==> src/mmioPkg.sv <==
// Shared register map, reset defaults and bus structs, imported by every MMIO client module
package mmioPkg;

  // Bus and memory geometry --------------------
  localparam int busAddrW  = 8;    // Host address bits
  localparam int busDataW  = 8;    // Host data bits
  localparam int pageBytes = 128;  // Upper window size
  localparam int xmemWordW = 32;   // Fabric word
  localparam int xmemAddrW = 9;    // Fabric word address, up to 16 pages

  // Register map, lower half only --------------
  // Config and build identification
  localparam logic [6:0] regEmifId   = 7'h00;
  localparam logic [6:0] regEmifVer  = 7'h01;
  localparam logic [6:0] regEmifRev  = 7'h02;
  localparam logic [6:0] regTopId    = 7'h04;
  localparam logic [6:0] regTopYear  = 7'h05;
  localparam logic [6:0] regTopMonth = 7'h06;
  localparam logic [6:0] regTopDay   = 7'h07;
  // Physical layer
  localparam logic [6:0] regPhyStat  = 7'h10;
  localparam logic [6:0] regPhyEth0  = 7'h11;  // 3 bytes, up to 0x13
  // Layer 2 and layer 3 addressing
  localparam logic [6:0] regMac      = 7'h22;  // 6 bytes
  localparam logic [6:0] regIp       = 7'h34;  // 4 bytes each
  localparam logic [6:0] regSubNet   = 7'h38;
  localparam logic [6:0] regGateway  = 7'h3C;
  // Diagnostics and paging
  localparam logic [6:0] regScratch  = 7'h70;  // 4 bytes
  localparam logic [6:0] regDiagCtrl = 7'h74;
  localparam logic [6:0] regPageSel  = 7'h7F;

  // Reset defaults -----------------------------
  // Multi-byte values hold the lowest register in bits 7:0
  localparam logic [7:0]  defEmifId  = 8'h3C;         // Variant with memory
  localparam logic [7:0]  defEmifVer = 8'h01;
  localparam logic [7:0]  defEmifRev = 8'h00;
  localparam logic [7:0]  defTopId   = 8'h81;
  localparam logic [23:0] defPhyEth0 = 24'h05_05_41;
  localparam logic [31:0] defSubNet  = 32'h00_00_FF_FF;  // 255.255.0.0
  localparam logic [31:0] defGateway = 32'h01_00_0C_0A;  // 10.12.0.1
  localparam logic [31:0] defScratch = 32'hEF_BE_AD_DE;

  // Wishbone classic, master to slave
  typedef struct packed {
    logic                cyc;
    logic                stb;
    logic                we;
    logic [busAddrW-1:0] adr;
    logic [busDataW-1:0] datW;
  } wbReqT;

  // Wishbone classic, slave to master
  typedef struct packed {
    logic                ack;
    logic [busDataW-1:0] datR;
  } wbRspT;

  // Shell status, mc0CalDone lands in bit 0
  typedef struct packed {
    logic eth0QpllLock;
    logic eth0CoreReady;
    logic mc1CalDone;
    logic mc0CalDone;
  } shellStatT;

  // Transceiver tuning
  typedef struct packed {
    logic       rxEqMode;
    logic [3:0] txSwing;
    logic [4:0] txPreCursor;
    logic [4:0] txPostCursor;
  } phyTuneT;

  // Network addressing
  typedef struct packed {
    logic [47:0] macAddr;
    logic [31:0] ipAddr;
    logic [31:0] subNetMask;
    logic [31:0] gatewayAddr;
  } netCfgT;

  // Loopback and memory test controls
  typedef struct packed {
    logic       pcsLoopbackEn;
    logic       macLoopbackEn;
    logic       macAddrSwapEn;
    logic [1:0] memTestCtrl;
  } diagCtrlT;

  // Fabric port of the paged memory
  typedef struct packed {
    logic                 en;
    logic                 wren;
    logic [xmemAddrW-1:0] addr;
    logic [xmemWordW-1:0] wrData;
  } xmemReqT;

endpackage

==> src/mmioBusDecode.sv <==
// Wishbone slave that splits host accesses between the register bank and the paged memory
`timescale 1ns/1ns

module mmioBusDecode
  import mmioPkg::*;
#(
  parameter int xmemPages = 16  // Pages behind the upper window
) (
  input  logic                                  shlClk,
  input  logic                                  arstN,
  // Host bus
  input  wbReqT                                 wbReq,
  output wbRspT                                 wbRsp,
  input  logic [7:0]                            pageSel,
  // Register bank
  output logic                                  regWe,
  output logic [6:0]                            regAddr,
  output logic [busDataW-1:0]                   regWrData,
  input  logic [busDataW-1:0]                   regRdData,
  // Memory port A
  output logic                                  ramEnA,
  output logic                                  ramWeA,
  output logic [$clog2(xmemPages*pageBytes)-1:0] ramAddrA,
  output logic [busDataW-1:0]                   ramWrDataA,
  input  logic [busDataW-1:0]                   ramRdDataA
);

  localparam int ramAddrW = $clog2(xmemPages*pageBytes);

  logic reqStart;  // First cycle of a new strobe
  logic busyQ;     // Access served, waiting for stb to drop
  logic ackQ;
  logic selRamQ;   // Bank of the access being acknowledged

  // Access tracking --------------------
  assign reqStart = wbReq.cyc & wbReq.stb & ~busyQ;

  always_ff @(posedge shlClk or negedge arstN)
  begin
    if (!arstN)
    begin
      busyQ   <= 1'b0;
      ackQ    <= 1'b0;
      selRamQ <= 1'b0;
    end
    else
    begin
      ackQ <= reqStart;  // Fixed one cycle latency
      if (!wbReq.stb)
        busyQ <= 1'b0;   // Rearm only after stb low
      else if (reqStart)
        busyQ <= 1'b1;
      if (reqStart)
        selRamQ <= wbReq.adr[7];
    end
  end

  // Lower half, register bank
  assign regWe     = reqStart & wbReq.we & ~wbReq.adr[7];  // Lands on the ack edge
  assign regAddr   = wbReq.adr[6:0];
  assign regWrData = wbReq.datW;

  // Upper half, page window
  assign ramEnA     = reqStart & wbReq.adr[7];
  assign ramWeA     = reqStart & wbReq.adr[7] & wbReq.we;
  assign ramAddrA   = ramAddrW'({pageSel, wbReq.adr[6:0]});  // Low page bits above offset
  assign ramWrDataA = wbReq.datW;

  // Register data follows the held address, memory data is already registered
  assign wbRsp.ack  = ackQ;
  assign wbRsp.datR = selRamQ ? ramRdDataA : regRdData;

  // Protocol checks --------------------
  ackSinglePulse : assert property (@(posedge shlClk) disable iff (!arstN)
    wbRsp.ack |=> !wbRsp.ack);

  ackInsideCycle : assert property (@(posedge shlClk) disable iff (!arstN)
    wbRsp.ack |-> wbReq.cyc);

endmodule

==> config.mk <==
export PLATFORM = sky130hd
export DESIGN_NAME = mmioBusDecode
export DESIGN_NICKNAME = d
export VERILOG_FILES = /design/src/mmioPkg.sv /design/src/mmioBusDecode.sv
export SDC_FILE = /design/constraint.sdc
export NUM_CORES = 1
export LEC_CHECK = 0
export BUFFER_PORTS_ARGS = -buffer_cell sky130_fd_sc_hd__buf_2
export CAP_MARGIN = 40
export CELL_PAD_IN_SITES_DETAIL_PLACEMENT = 1
export CELL_PAD_IN_SITES_GLOBAL_PLACEMENT = 1
export CORE_MARGIN = 3
export CORE_UTILIZATION = 16
export DETAILED_ROUTE_END_ITERATION = 16
export PLACE_DENSITY = 0.95
export SYNTH_ARGS = -nofsm -noshare
export SYNTH_HDL_FRONTEND = slang
export SYNTH_SLANG_ARGS = --single-unit
export TNS_END_PERCENT = 100
==> constraint.sdc <==
create_clock -name shlClk -period 1.52 [get_ports shlClk]
set_input_delay 0.076 -clock shlClk [delete_from_list [all_inputs] [get_ports shlClk]]
set_output_delay 0.076 -clock shlClk [all_outputs]
set_load 0.1 [all_outputs]
* Word level (Yosys, flattened, before mapping)
Index checks and enable logic that the tools add are counted. W data, S select, Z words.
Word-level totals: output and inout port bits 46, bits in registers 3
Operators by class: multiplexer cells 3, bitwise logic cells 8, eq/ne operators 1
Operators with widths (number):
- $mux W8 | 1
- $and A1 B1 Y1 | 6
- $mux W1 | 2
- $ne A2 B1 Y1 const B | 1
- $not A1 Y1 | 2

* Longest topological paths before layout
depth in word-level cells 4, depth in mapped cells 2

* Worst setup path after synthesis
Ideal clock, no wire load.
path type register to output, from register busyQ, to output ramWeA, arrival 3338 ps, cell stages (with the launch flop) 2, slack -1894 ps, path through dfrtp_1 nor4_1
On the way: longest elaborated chain between the ends 4
Ends and longest elaborated chain:
- start, declared | line mmioBusDecode.sv:31 | logic busyQ;
- start signal, assigned | line mmioBusDecode.sv:42 | busyQ <= 1'b0;
- start signal, assigned | line mmioBusDecode.sv:50 | busyQ <= 1'b0;
- start signal, assigned | line mmioBusDecode.sv:52 | busyQ <= 1'b1;
- $not A1 Y1 | line mmioBusDecode.sv:36 | assign reqStart = wbReq.cyc & wbReq.stb & ~busyQ;
- $and A1 B1 Y1 | line mmioBusDecode.sv:36
- $and A1 B1 Y1 (2 in a row) | line mmioBusDecode.sv:65 | assign ramWeA = reqStart & wbReq.adr[7] & wbReq.we;
- end, declared | line mmioBusDecode.sv:22 | output logic ramWeA,
Every way passes these cells.

==> key figures <==
Synth
  – Synthesized area: just over 500 µm²
  – Register area share after synthesis: 0.148
  – Synth cell types: 11
  – Post-synth top area share: 0.519
  – Register bit count reported by yosys: 3
  – Synthesized Nets: 102
  – Area leader, netlist: buf_4
  – Syn avg cell area: 8.89 µm²
  – Area contributors post-synth: buf_4, mux2_2, dfrtp_1, nand3b_4, mux2_4
  – Yosys warning count: 0
  – Synth Instances: 57

Timing
  – Fin crit share: 0.956
  – Final period demand of the worst path: 1.45 ns
  – Max frequency: between 600 and 700 MHz
  – Final Hold Viols: 0
  – Max Slew Vio Count: 0
  – Worst slew margin: 0.668
  – Skew final: 0.00182 ns
  – RSZ-0062 raised after global routing: no
  – Worst slew pin tran: 0.502 ns
  – Final count of negative-setup-slack endpoints: 0

Floorplanning
  – Rows: 19
  – Die Area: 0.00388 mm²
  – Die Ht: 62.3 µm
  – # IOs: between 90 and 100
  – Initial core utilization: 0.176
  – Die Span X: 62.3 µm
  – Core area: 0.00288 mm²

Routing
  – Via Count: about 330
  – DRC violations left: 0
  – DRT Pass-1 Iters: 3
  – Post-route ant nets: 0
  – Drt wl/cell: 11.0 µm
  – Initial DRC count: 9
  – Via density: 3.25
  – Final wirelength: 1120 µm

CTS
  – Root buffer cell: clkbuf_4
  – Clk_lat worst skew: around 0.23 ns
  – Post-CTS Setup Bufs: 0
  – CTS tree: yes
  – Clock buffer depth: 2
  – H-tree depth: 1
  – Total CTS buffers: 3
  – CTS Sinks: 3
  – Reg clk slew, reported paths: 0.04 ns

Placement
  – GP Congestion: between 0.6 and 0.7
  – Area after DPL: 505 µm²
  – Hpwl dp: 951 µm
  – Port-buffer cells: 33
  – DP Cell Count: 96

Setup path
  – Critical-path maximum fanout: 9
  – Worst path slowest cell: dfrtp_2
  – Crit path largest cell delay: 0.47 ns
  – Nature of the critical path endpoint: output pin
  – Data arrival time of the critical path: 1.38 ns
  – Crit Path Category: flop to output pin
  – Critical path cell sequence: mux2_2 > buf_2
  – Crit path required time: 1.44 ns
  – CP Launch Type: flop

Layout
  – Fin nets: approximately 110
  – Final std cells w/o fill: 101
  – Diodes inserted: 0
  – Final instance area: roughly 550 µm²
  – # fillers: 338
  – Share of cells above drive strength 1: 0.864
  – Area growth from synthesis to layout: 7.65%

Pwr
  – PD cells: 1200 mW/mm²
  – Max IR drop VDD: 0.000220 V
  – Static leakage: 0.278 nW

GRT
  – Global-route wire length before repair: 1810 µm
  – Largest net degree at the start of global routing: 10
  – Total congestion overflow: 0
  – Initial antenna violation count: 0
  – GRT Util Overall: 0.0576
  – Number of global-route vias before repair: 392

Status
  – Status: finished, final reports clean

Min path
  – Worst min path class: input pin to flop

Run
  – Maxcap violations: 0
==> layout make-up <==
cell class	count	area, µm²	share of cell area
Clock buffer	4	26.3	0.0482
Inverter	3	11.3	0.0206
Multi-Input combinational cell	15	185	0.339
Sequential cell	3	77.6	0.142
Tap cell	42	52.6	0.0963
Timing Repair Buffer	34	193	0.353
==> power by group <==
| part | internal, W | switching (W) |
|---|---|---|
| sequential | 0.0000899 | 0.0000192 |
| combinational | 0.0000937 | 0.000303 |
| clock | 0.0000988 | 0.0000470 |
==> final timing paths <==
check / depth (start not counted) / slack, ns / start / end
min in group asynchronous: 2 / 0.16 / arstN / selRamQ$_DFFE_PN0P_
max in group asynchronous: 2 / 1.24 / arstN / busyQ$_DFFE_PN0P_
setup reg to reg: 2 / 0.47 / busyQ$_DFFE_PN0P_ / selRamQ$_DFFE_PN0P_
setup / recovery: 2 / 0.07 / selRamQ$_DFFE_PN0P_ / wbRsp[4]
hold / removal: 2 / 0.11 / wbReq[17] / busyQ$_DFFE_PN0P_
hold reg to reg: 1 / 0.58 / busyQ$_DFFE_PN0P_ / busyQ$_DFFE_PN0P_
==> worst max-delay path, delay by kind of cell (launching register included) <==
| family | cells | cell delay (ns) |
|---|---|---|
| buffers and inverters | 1 | 0.41 |
| flip-flops | 1 | 0.47 |
| multiplexers | 1 | 0.25 |
==> registers in the layout, summed over array words and instances, names as in the netlist <==
name     flops
selRamQ      1
busyQ        1
ackQ         1
==> kinds of logic (layout without fill, tap and decap cells) <==
| group | count (synthesis) | in the layout | share of synthesized area |
|---|---|---|---|
| buffers and inverters | 39 | 41 | 0.551 |
| DFF | 3 | 3 | 0.148 |
| AOI/OAI and AO/OA | 1 | 1 | 0.0148 |
| muxes | 9 | 9 | 0.207 |
| and+or+nand+nor | 5 | 5 | 0.0790 |
==> timing repair <==
item / 4_1_cts / 5_1_grt
gates resized for setup: 1 / 1
hold buffers: 1 / 0
setup endpoints to repair: 8 / 1
hold endpoints to repair: 3 / 0
==> metrics by stage <==
stage	total power (W)	hold WS (ns)	TNS, ns	worst slack, ns	utilization
after floorplan	0.000863	-0.220	-0.136	-0.0978	-
after global placement	0.000500	-0.130	0	0.266	0.176
after detailed placement	0.000506	-0.125	0	0.255	0.176
after CTS	0.000660	0.106	0	0.0404	0.189
after global routing	0.000683	0.112	0	0.0229	0.190
final	0.000652	0.110	0	0.0673	0.190
==> cells in the final DEF, fill, tap and decap left out <==
cell type,Yosys,layout
nor2_2,0,1
inv_1,3,3
buf_2,1,31
nor4_4,0,2
o21a_1,1,1
clkbuf_1,0,1
mux2_2,8,8
nand3b_4,1,1
nand2_1,1,1
clkbuf_4,0,4
mux2_4,1,1
dlygate4sd3_1,0,1
buf_12,0,1
dfrtp_2,0,2
dfrtp_1,3,1
==> layer usage <==
| layer | wire (µm) | vias up | GRT usage |
|---|---|---|---|
| met5 | 0 | - | 0 |
| met4 | 5 | 0 | 0.0386 |
| met3 | 112 | 2 | 0.0252 |
| met2 | 655 | 15 | 0.110 |
| met1 | 342 | 161 | 0.0466 |
| li1 | - | 150 | - |
==> synth_stat cells <==
cell type,count
buf_4,35
mux2_2,8
dfrtp_1,3
inv_1,3
nor4_1,2
buf_2,1
mux2_4,1
nand2_1,1
nand3b_4,1
nor2_1,1
o21a_1,1
(Power assumes the default switching activity.)
