==> config.mk <==
export PLATFORM = sky130hd
export DESIGN_NAME = mmioRegFile
export DESIGN_NICKNAME = d
export VERILOG_FILES = /design/src/mmioPkg.sv /design/src/mmioRegFile.sv
export SDC_FILE = /design/constraint.sdc
export NUM_CORES = 1
export LEC_CHECK = 0
export BUFFER_PORTS_ARGS = -buffer_cell sky130_fd_sc_hd__buf_2
export CAP_MARGIN = 15
export CORE_MARGIN = 2
export CORE_UTILIZATION = 58
export DETAILED_ROUTE_END_ITERATION = 10
export PLACE_DENSITY = 0.82
export SETUP_SLACK_MARGIN = 0.5
export SYNTH_ARGS = -nofsm -noshare
export SYNTH_HDL_FRONTEND = slang
export SYNTH_SLANG_ARGS = --single-unit
==> constraint.sdc <==
create_clock -name shlClk -period 7 [get_ports shlClk]
set_input_delay 1.75 -clock shlClk [delete_from_list [all_inputs] [get_ports shlClk]]
set_output_delay 1.75 -clock shlClk [all_outputs]
set_load 0.02 [all_outputs]
==> src/mmioPkg.sv <==
// Shared register map, reset defaults and bus structs, imported by every MMIO client module
package mmioPkg;

  // Bus and memory geometry --------------------
  localparam int busAddrW  = 8;    // Host address bits
  localparam int busDataW  = 8;    // Host data bits
  localparam int pageBytes = 128;  // Upper window size
  localparam int xmemWordW = 32;   // Fabric word
  localparam int xmemAddrW = 9;    // Fabric word address, up to 16 pages

  // Register map, lower half only --------------
  // Config and build identification
  localparam logic [6:0] regEmifId   = 7'h00;
  localparam logic [6:0] regEmifVer  = 7'h01;
  localparam logic [6:0] regEmifRev  = 7'h02;
  localparam logic [6:0] regTopId    = 7'h04;
  localparam logic [6:0] regTopYear  = 7'h05;
  localparam logic [6:0] regTopMonth = 7'h06;
  localparam logic [6:0] regTopDay   = 7'h07;
  // Physical layer
  localparam logic [6:0] regPhyStat  = 7'h10;
  localparam logic [6:0] regPhyEth0  = 7'h11;  // 3 bytes, up to 0x13
  // Layer 2 and layer 3 addressing
  localparam logic [6:0] regMac      = 7'h22;  // 6 bytes
  localparam logic [6:0] regIp       = 7'h34;  // 4 bytes each
  localparam logic [6:0] regSubNet   = 7'h38;
  localparam logic [6:0] regGateway  = 7'h3C;
  // Diagnostics and paging
  localparam logic [6:0] regScratch  = 7'h70;  // 4 bytes
  localparam logic [6:0] regDiagCtrl = 7'h74;
  localparam logic [6:0] regPageSel  = 7'h7F;

  // Reset defaults -----------------------------
  // Multi-byte values hold the lowest register in bits 7:0
  localparam logic [7:0]  defEmifId  = 8'h3C;         // Variant with memory
  localparam logic [7:0]  defEmifVer = 8'h01;
  localparam logic [7:0]  defEmifRev = 8'h00;
  localparam logic [7:0]  defTopId   = 8'h81;
  localparam logic [23:0] defPhyEth0 = 24'h05_05_41;
  localparam logic [31:0] defSubNet  = 32'h00_00_FF_FF;  // 255.255.0.0
  localparam logic [31:0] defGateway = 32'h01_00_0C_0A;  // 10.12.0.1
  localparam logic [31:0] defScratch = 32'hEF_BE_AD_DE;

  // Wishbone classic, master to slave
  typedef struct packed {
    logic                cyc;
    logic                stb;
    logic                we;
    logic [busAddrW-1:0] adr;
    logic [busDataW-1:0] datW;
  } wbReqT;

  // Wishbone classic, slave to master
  typedef struct packed {
    logic                ack;
    logic [busDataW-1:0] datR;
  } wbRspT;

  // Shell status, mc0CalDone lands in bit 0
  typedef struct packed {
    logic eth0QpllLock;
    logic eth0CoreReady;
    logic mc1CalDone;
    logic mc0CalDone;
  } shellStatT;

  // Transceiver tuning
  typedef struct packed {
    logic       rxEqMode;
    logic [3:0] txSwing;
    logic [4:0] txPreCursor;
    logic [4:0] txPostCursor;
  } phyTuneT;

  // Network addressing
  typedef struct packed {
    logic [47:0] macAddr;
    logic [31:0] ipAddr;
    logic [31:0] subNetMask;
    logic [31:0] gatewayAddr;
  } netCfgT;

  // Loopback and memory test controls
  typedef struct packed {
    logic       pcsLoopbackEn;
    logic       macLoopbackEn;
    logic       macAddrSwapEn;
    logic [1:0] memTestCtrl;
  } diagCtrlT;

  // Fabric port of the paged memory
  typedef struct packed {
    logic                 en;
    logic                 wren;
    logic [xmemAddrW-1:0] addr;
    logic [xmemWordW-1:0] wrData;
  } xmemReqT;

endpackage

==> src/mmioRegFile.sv <==
// Control and status register bank of the MMIO client, host decode and packing of shell controls
`timescale 1ns/1ns

module mmioRegFile
  import mmioPkg::*;
(
  input  logic                shlClk,
  input  logic                arstN,
  // Decoded host access
  input  logic                regWe,
  input  logic [6:0]          regAddr,
  input  logic [busDataW-1:0] regWrData,
  output logic [busDataW-1:0] regRdData,
  // Read-only sources
  input  logic [31:0]         timestamp,
  input  shellStatT           shellStat,
  // Controls
  output logic [7:0]          pageSel,
  output phyTuneT             phyTune,
  output netCfgT              netCfg,
  output diagCtrlT            diagCtrl
);

  // Writable storage, lowest register in bits 7:0
  logic [23:0] phyEth0Q;
  logic [47:0] macQ;
  logic [31:0] ipQ;
  logic [31:0] subNetQ;
  logic [31:0] gatewayQ;
  logic [31:0] scratchQ;
  logic [7:0]  diagQ;
  logic [7:0]  pageQ;

  // Address falls inside a group of n bytes
  function automatic logic hit(input logic [6:0] addr, input logic [6:0] base, input int n);
    return (addr >= base) && (int'(addr) < int'(base) + n);
  endfunction

  // Bit position of a byte inside its group
  function automatic int bitOfs(input logic [6:0] addr, input logic [6:0] base);
    return 8 * (int'(addr) - int'(base));
  endfunction

  // Host writes --------------------
  always_ff @(posedge shlClk or negedge arstN)
  begin
    if (!arstN)
    begin
      phyEth0Q <= defPhyEth0;
      macQ     <= '0;
      ipQ      <= '0;
      subNetQ  <= defSubNet;
      gatewayQ <= defGateway;
      scratchQ <= defScratch;
      diagQ    <= '0;
      pageQ    <= '0;
    end
    else if (regWe)
    begin
      case (regAddr)
        regDiagCtrl : diagQ <= regWrData;
        regPageSel  : pageQ <= regWrData;
        default :
        begin
          // Read-only and unmapped bytes fall through untouched
          if (hit(regAddr, regPhyEth0, 3))
            phyEth0Q[bitOfs(regAddr, regPhyEth0) +: 8] <= regWrData;
          if (hit(regAddr, regMac, 6))
            macQ[bitOfs(regAddr, regMac) +: 8] <= regWrData;
          if (hit(regAddr, regIp, 4))
            ipQ[bitOfs(regAddr, regIp) +: 8] <= regWrData;
          if (hit(regAddr, regSubNet, 4))
            subNetQ[bitOfs(regAddr, regSubNet) +: 8] <= regWrData;
          if (hit(regAddr, regGateway, 4))
            gatewayQ[bitOfs(regAddr, regGateway) +: 8] <= regWrData;
          if (hit(regAddr, regScratch, 4))
            scratchQ[bitOfs(regAddr, regScratch) +: 8] <= regWrData;
        end
      endcase
    end
  end

  // Read mux --------------------
  always_comb
  begin
    regRdData = '0;  // Unmapped reads as zero
    case (regAddr)
      regEmifId   : regRdData = defEmifId;
      regEmifVer  : regRdData = defEmifVer;
      regEmifRev  : regRdData = defEmifRev;
      regTopId    : regRdData = defTopId;
      regTopYear  : regRdData = {2'b00, timestamp[22:17]};   // Years since build epoch
      regTopMonth : regRdData = {4'h0, timestamp[26:23]};
      regTopDay   : regRdData = {3'b000, timestamp[31:27]};
      regPhyStat  : regRdData = {4'h0, shellStat};           // Live status, no storage
      regDiagCtrl : regRdData = diagQ;
      regPageSel  : regRdData = pageQ;
      default :
      begin
        if (hit(regAddr, regPhyEth0, 3))
          regRdData = phyEth0Q[bitOfs(regAddr, regPhyEth0) +: 8];
        else if (hit(regAddr, regMac, 6))
          regRdData = macQ[bitOfs(regAddr, regMac) +: 8];
        else if (hit(regAddr, regIp, 4))
          regRdData = ipQ[bitOfs(regAddr, regIp) +: 8];
        else if (hit(regAddr, regSubNet, 4))
          regRdData = subNetQ[bitOfs(regAddr, regSubNet) +: 8];
        else if (hit(regAddr, regGateway, 4))
          regRdData = gatewayQ[bitOfs(regAddr, regGateway) +: 8];
        else if (hit(regAddr, regScratch, 4))
          regRdData = scratchQ[bitOfs(regAddr, regScratch) +: 8];
      end
    endcase
  end

  // Control outputs --------------------
  assign pageSel = pageQ;

  assign phyTune = '{rxEqMode     : phyEth0Q[0],
                     txSwing      : phyEth0Q[7:4],
                     txPreCursor  : phyEth0Q[12:8],    // Second tuning byte
                     txPostCursor : phyEth0Q[20:16]};  // Third tuning byte

  assign netCfg = '{macAddr     : macQ,
                    ipAddr      : ipQ,
                    subNetMask  : subNetQ,
                    gatewayAddr : gatewayQ};

  // Bits 5:3 are kept for readback only
  assign diagCtrl = '{pcsLoopbackEn : diagQ[0],
                      macLoopbackEn : diagQ[1],
                      macAddrSwapEn : diagQ[2],
                      memTestCtrl   : diagQ[7:6]};

  // One write strobe per host access, the decoder rearms only after stb drops
  regWeSinglePulse : assert property (@(posedge shlClk) disable iff (!arstN)
    regWe |=> !regWe);

endmodule

## After elaboration in Yosys (flattened, before gate mapping)

Cells that the tools add are included.

| word-level totals | value |
|---|---|
| register bits | 216 |
| input port bits | 54 |
| output and inout port bits | 180 |

| cells by class | value |
|---|---|
| add/subtract/negate cells | 12 |
| order comparisons | 12 |
| eq/ne operators | 9 |
| shift operators | 18 |
| multiplexer cells | 13 |
| bitwise logic cells | 1 |
| reduce and logical (&&, ||, !) cells | 16 |

Operators with widths:

| cell | number |
|---|---|
| 11-bit negator with 33-bit output | 6 |
| 8-bit by 33-bit variable shift with 32-bit output (first input constant) | 4 |
| 8-bit by 33-bit indexed part select with 32-bit output | 4 |
| 32-bit bitwise mux | 4 |
| 32-bit by 11-bit indexed part select with 8-bit output | 4 |
| 8-bit one-hot mux with 10 select lines | 1 |
| 48-bit bitwise mux | 1 |
| 8-bit two-way mux | 6 |
| 8-bit by 33-bit variable shift with 48-bit output (first input constant) | 1 |
| 48-bit by 11-bit indexed part select with 8-bit output | 1 |
| 8-bit by 33-bit indexed part select with 48-bit output | 1 |
| 8-bit by 33-bit variable shift with 24-bit output (first input constant) | 1 |
| 8-bit by 33-bit indexed part select with 24-bit output | 1 |
| 7-bit by 6-bit subtractor with 8-bit output (second input constant) | 4 |
| 7-bit by 3-bit == test with 1-bit output (second input constant) | 4 |
| 7-bit by 6-bit greater-or-equal comparator with 1-bit output (second input constant) | 4 |
| 24-bit bitwise mux | 1 |
| 24-bit by 11-bit indexed part select with 8-bit output | 1 |
| 7-bit by 6-bit < comparator with 1-bit output (second input constant) | 3 |
| 3-bit AND reduction | 6 |
| 7-bit == test (second input constant) | 2 |
| 7-bit < comparator (second input constant) | 2 |
| 7-bit by 5-bit subtractor with 8-bit output (second input constant) | 1 |
| 7-bit by 7-bit subtractor with 8-bit output (second input constant) | 1 |
| 11 further kinds | 17 |

## Depth between registers and ports, before layout

| depth | value |
|---|---|
| word-level depth | 9 |
| gate-level depth with buffers | 19 |

## Least setup slack after synthesis

No wires, ideal clock.

| timing path | value |
|---|---|
| kind | input -> output |
| from | input port regAddr[0] |
| to | output port regRdData[2] |
| data arrival time | 5.077 ns |
| required time | 5.250 ns |
| path slack | 0.173 ns |
| stages | 16 |
| cells stage by stage | buf_4 > buf_2 > buf_2 > inv_1 > clkbuf_1 > ha_1 > buf_2 > buf_4 > a21oi_1 > or4_1 > clkbuf_1 > o21ai_0 > o22ai_1 > a2111oi_0 > o211ai_1 > a31oi_1 |

| between the ends | value |
|---|---|
| longest elaborated chain between the ends | 9 |
| elaborated cells on any way between the ends | 47 |
| classes of those cells | add/sub (6); order compare (12); eq/ne (9); shift (6); mux (7); reduce/logical (7) |

RTL lines:

| element | line | RTL |
|---|---|---|
| start: declaration | mmioRegFile.sv:11 | `input logic [6:0] regAddr,` |
| 7-bit by 7-bit subtractor with 8-bit output, or another cell as far along | mmioRegFile.sv:41 | `return 8 * (int'(addr) - int'(base));` |
| 32-bit by 11-bit indexed part select with 8-bit output or 1-bit logical AND (tied branches) | mmioRegFile.sv:111, mmioRegFile.sv:36 |  |
| 8-bit two-way mux | mmioRegFile.sv:110 | `else if (hit(regAddr, regScratch, 4))` |
| 8-bit two-way mux | mmioRegFile.sv:108 | `else if (hit(regAddr, regGateway, 4))` |
| 8-bit two-way mux | mmioRegFile.sv:106 | `else if (hit(regAddr, regSubNet, 4))` |
| 8-bit two-way mux | mmioRegFile.sv:104 | `else if (hit(regAddr, regIp, 4))` |
| 8-bit two-way mux | mmioRegFile.sv:102 | `else if (hit(regAddr, regMac, 6))` |
| 8-bit two-way mux | mmioRegFile.sv:100 | `if (hit(regAddr, regPhyEth0, 3))` |
| 8-bit one-hot mux with 10 select lines * | mmioRegFile.sv:87 | `case (regAddr)` |
| end: declaration | mmioRegFile.sv:13 | `output logic [busDataW-1:0] regRdData,` |

Every way passes the cells marked *; elsewhere a longest branch is shown, timed or not.

## Worst setup path after layout

| timing path | value |
|---|---|
| from | input port regAddr[1] |
| to | output port regRdData[0] |

Same word-level chain as after synthesis.

==> impl_metrics.ini <==
[run_status]
outcome = finished clean

[drt]
drt_first_pass_iters = 6
drt_iter0_drc = 1408
routed_wirelength_um = 43800
drc = 0
via_count = 12300
via_per_inst = 6.50
wl_per_cell_um = 23.2
ant_nets = 0

[synthesis]
synth.top_cell.area_share_pct = 28.3
syn_area_um2 = 14600
synth_ff_type = dfrtp_1
synthMuxAreaShare_pct = 23.7
async_reset_ff_share_pct = 100
synthTopCellsByArea = dfrtp_1 28%, mux2_2 12%, dfstp_2 9.2%, mux4_2 5.9%, ha_1 5.8%
synth-xor-area-share_pct = 2.62
yosys.area.top_type = dfrtp_1
syn_avg_cell_area_um2 = 10.6
ys_seq_elements = 216
ys_seq_area_share_pct = 37.5
synthAdderAreaFrac_pct = 5.83
synth_compound_area_share_pct = 8.95
synth_top_family_by_area = multiplexers
synth_nets = 1496
synth-edff-count = 0
yosys_warnings = 0
yosys.area_share.simple_pct = 15.4
synthCells = 1374
synth_cell_types = 88

[floorplanning]
pin_count = 234
die-area_um2 = 26400
coreArea_um2 = 25000
die_w_um = 163
placement_rows = 58
initial_core_util_pct = 58.4
die_y_um = 163

[grt]
grt_util_all_layers_pct = 32.5
grt_max_degree = 128
grt_overflow = 0
grt_antenna_before_repair = 0
grt_pass1_wl_um = 67000
grt_pass1_vias = 12100

[pwr]
irDropWorstVdd_v = 0.000172
power_density_nw_per_um2 = 175
total_power_mw = 2.90
power_leakage_nw = 8.29

[critical_path]
critical_path.top_delay_family = compound AO/OA/AOI/OAI gates
crit_start = regAddr[1]
start_kind = input pin
crit_top_cell = buf_2
path_buf_inv = 4
path_cells = buf_2 -> inv_1 -> ha_4 -> ha_1 -> nand3_1 -> a221o_1 -> nor3_1 -> buf_4 -> a22oi_1 -> o21ai_0 -> a32oi_1 -> a21oi_1 -> buf_2
critPathSlowestCell = a221o_1
required_ps = 5250
r2r-start = phyEth0Q[5]
critPathKind = input pin to output port
end_kind = output port
path_max_fanout = 11
arrival_ps = 4690
slowest_delay_ps = 510

[clock_tree]
cts.htree.levels = 1
postCtsSetupBuffers = 0
cts_sinks = 216
cts_tree = built
clock-root-buffer = clkbuf_16
insertion_delay_ps = 500
cts_made_buffers = 22
clkTransAtPathRegs_ps = 70
cts_buffer_depth = 3

[timing]
slew_viol_final = 0
fin_tns_setup_ps = 0
timing.final.hold_violations = 0
layout_worst_path_cycle_share_pct = 92.1
slew_headroom_pct = 20.3
finClkSkew_ps = 0
worst_pin_slew_ps = 1190
fmax_ghz = 0.155
setup_violations = 0
period_needed_ps = 6440
rsz0062_at_grt = false

[cells_and_area]
layout_commonest_cell = buf_2
syn_to_final_growth_pct = 13.8
diodes = 0
final_cell_mix = 214 x buf_2, 165 x dfrtp_1, 150 x mux2_2
nets = 1666
post_route_cells_drive_above_1_share_pct = 36.5
fin_cells = 1890

[worst_hold_path]
worstHoldStart = gatewayQ[1]
hp-class = flop to flop

[flow_run]
maxCapViolCount = 0

[placed_design]
gp_congestion = 0.981
port_buffers = 216
dp_hpwl_um = 31300
dp.cells = 1850
## cell families (layout without fill, tap and decap cells)
kind of cell               after synthesis  count (layout)
and+or+nand+nor                        404             404
muxes                                  278             278
DFF                                    216             216
buffers and inverters                  202             388
AOI/OAI and AO/OA                      168             168
adders and majority gates               68              68
xor gates and xnor gates                38              38
## Yosys cell counts, types with 8 or more instances
cell type  number
a21oi_1        28
a22oi_1        18
a31oi_1         8
and2_1         19
and3_1         42
buf_1          11
buf_2          13
buf_4          27
clkbuf_1       49
dfrtp_1       165
dfstp_2        51
ha_1           68
inv_1         100
mux2_2        150
mux2i_1        85
mux4_2         38
nand2_1       123
nand2b_1       11
nand3_1        32
nand4_1        26
nand4b_1        8
nor2_1         44
nor2b_1        19
nor3_1         17
nor4_1          9
nor4b_1         9
o21ai_0        40
o22ai_1         8
xnor2_1        28
## registers in the layout (all words and copies together), names as in the netlist
signal    count
pageSel       8
gatewayQ     32
phyEth0Q     24
macQ         48
diagQ         8
scratchQ     32
subNetQ      32
ipQ          32
## metal layers
metal	share of wire, %	vias up	GRT usage [%]
met5	0	-	0
met4	5.8	0	17.9
met3	10	169	7.84
met2	47	738	51.2
met1	37	6087	41.5
li1	-	5289	-
## where the power goes
part	switching, mW	internal (mW)	total [mW]	leakage [nW]
logic	0.312	0.154	0.466	5.38
registers	0.00744	1.26	1.27	2.56
clock network	0.503	0.667	1.17	0.355
## worst paths after layout
check / end / slack [ps] / cells after the start
worst max-delay path: regRdData[0] / 560 / 13
max in group asynchronous: phyEth0Q[20] / 4560 / 2
worst min-delay path: gatewayQ[1] / 480 / 2
min in group asynchronous: ipQ[20] / 1290 / 1
worst min register to register: gatewayQ[1] / 480 / 2
worst max register to register: phyEth0Q[5] / 6160 / 1
## what timing repair did
item	CTS	global route
hold endpoints to repair	0	0
setup endpoints to repair	1	8
resized for setup	1	5
hold buffers	0	0
## per-stage QoR
step                      cell area [µm²]  setup WS [ps]  utilization (%)  hold WS [ps]
after floorplan                     14600            487                -           458
after global placement              15800            585             63.5           460
after detailed placement            15800            526             63.5           467
after CTS                           16600            507             66.4           477
after global routing                16600            516             66.5           496
final                               16600            556             66.5           477
## layout make-up
class | instances | area [µm²]
inverters | 101 | 379
clock inverters | 8 | 52.6
repair buffers | 247 | 1340
clock buffers | 32 | 669
flip-flops and latches | 216 | 5470
fillers | 1852 | 8370
well taps | 330 | 413
multi-input cells | 956 | 8270
Note: power is estimated with default switching activity, not from simulation.
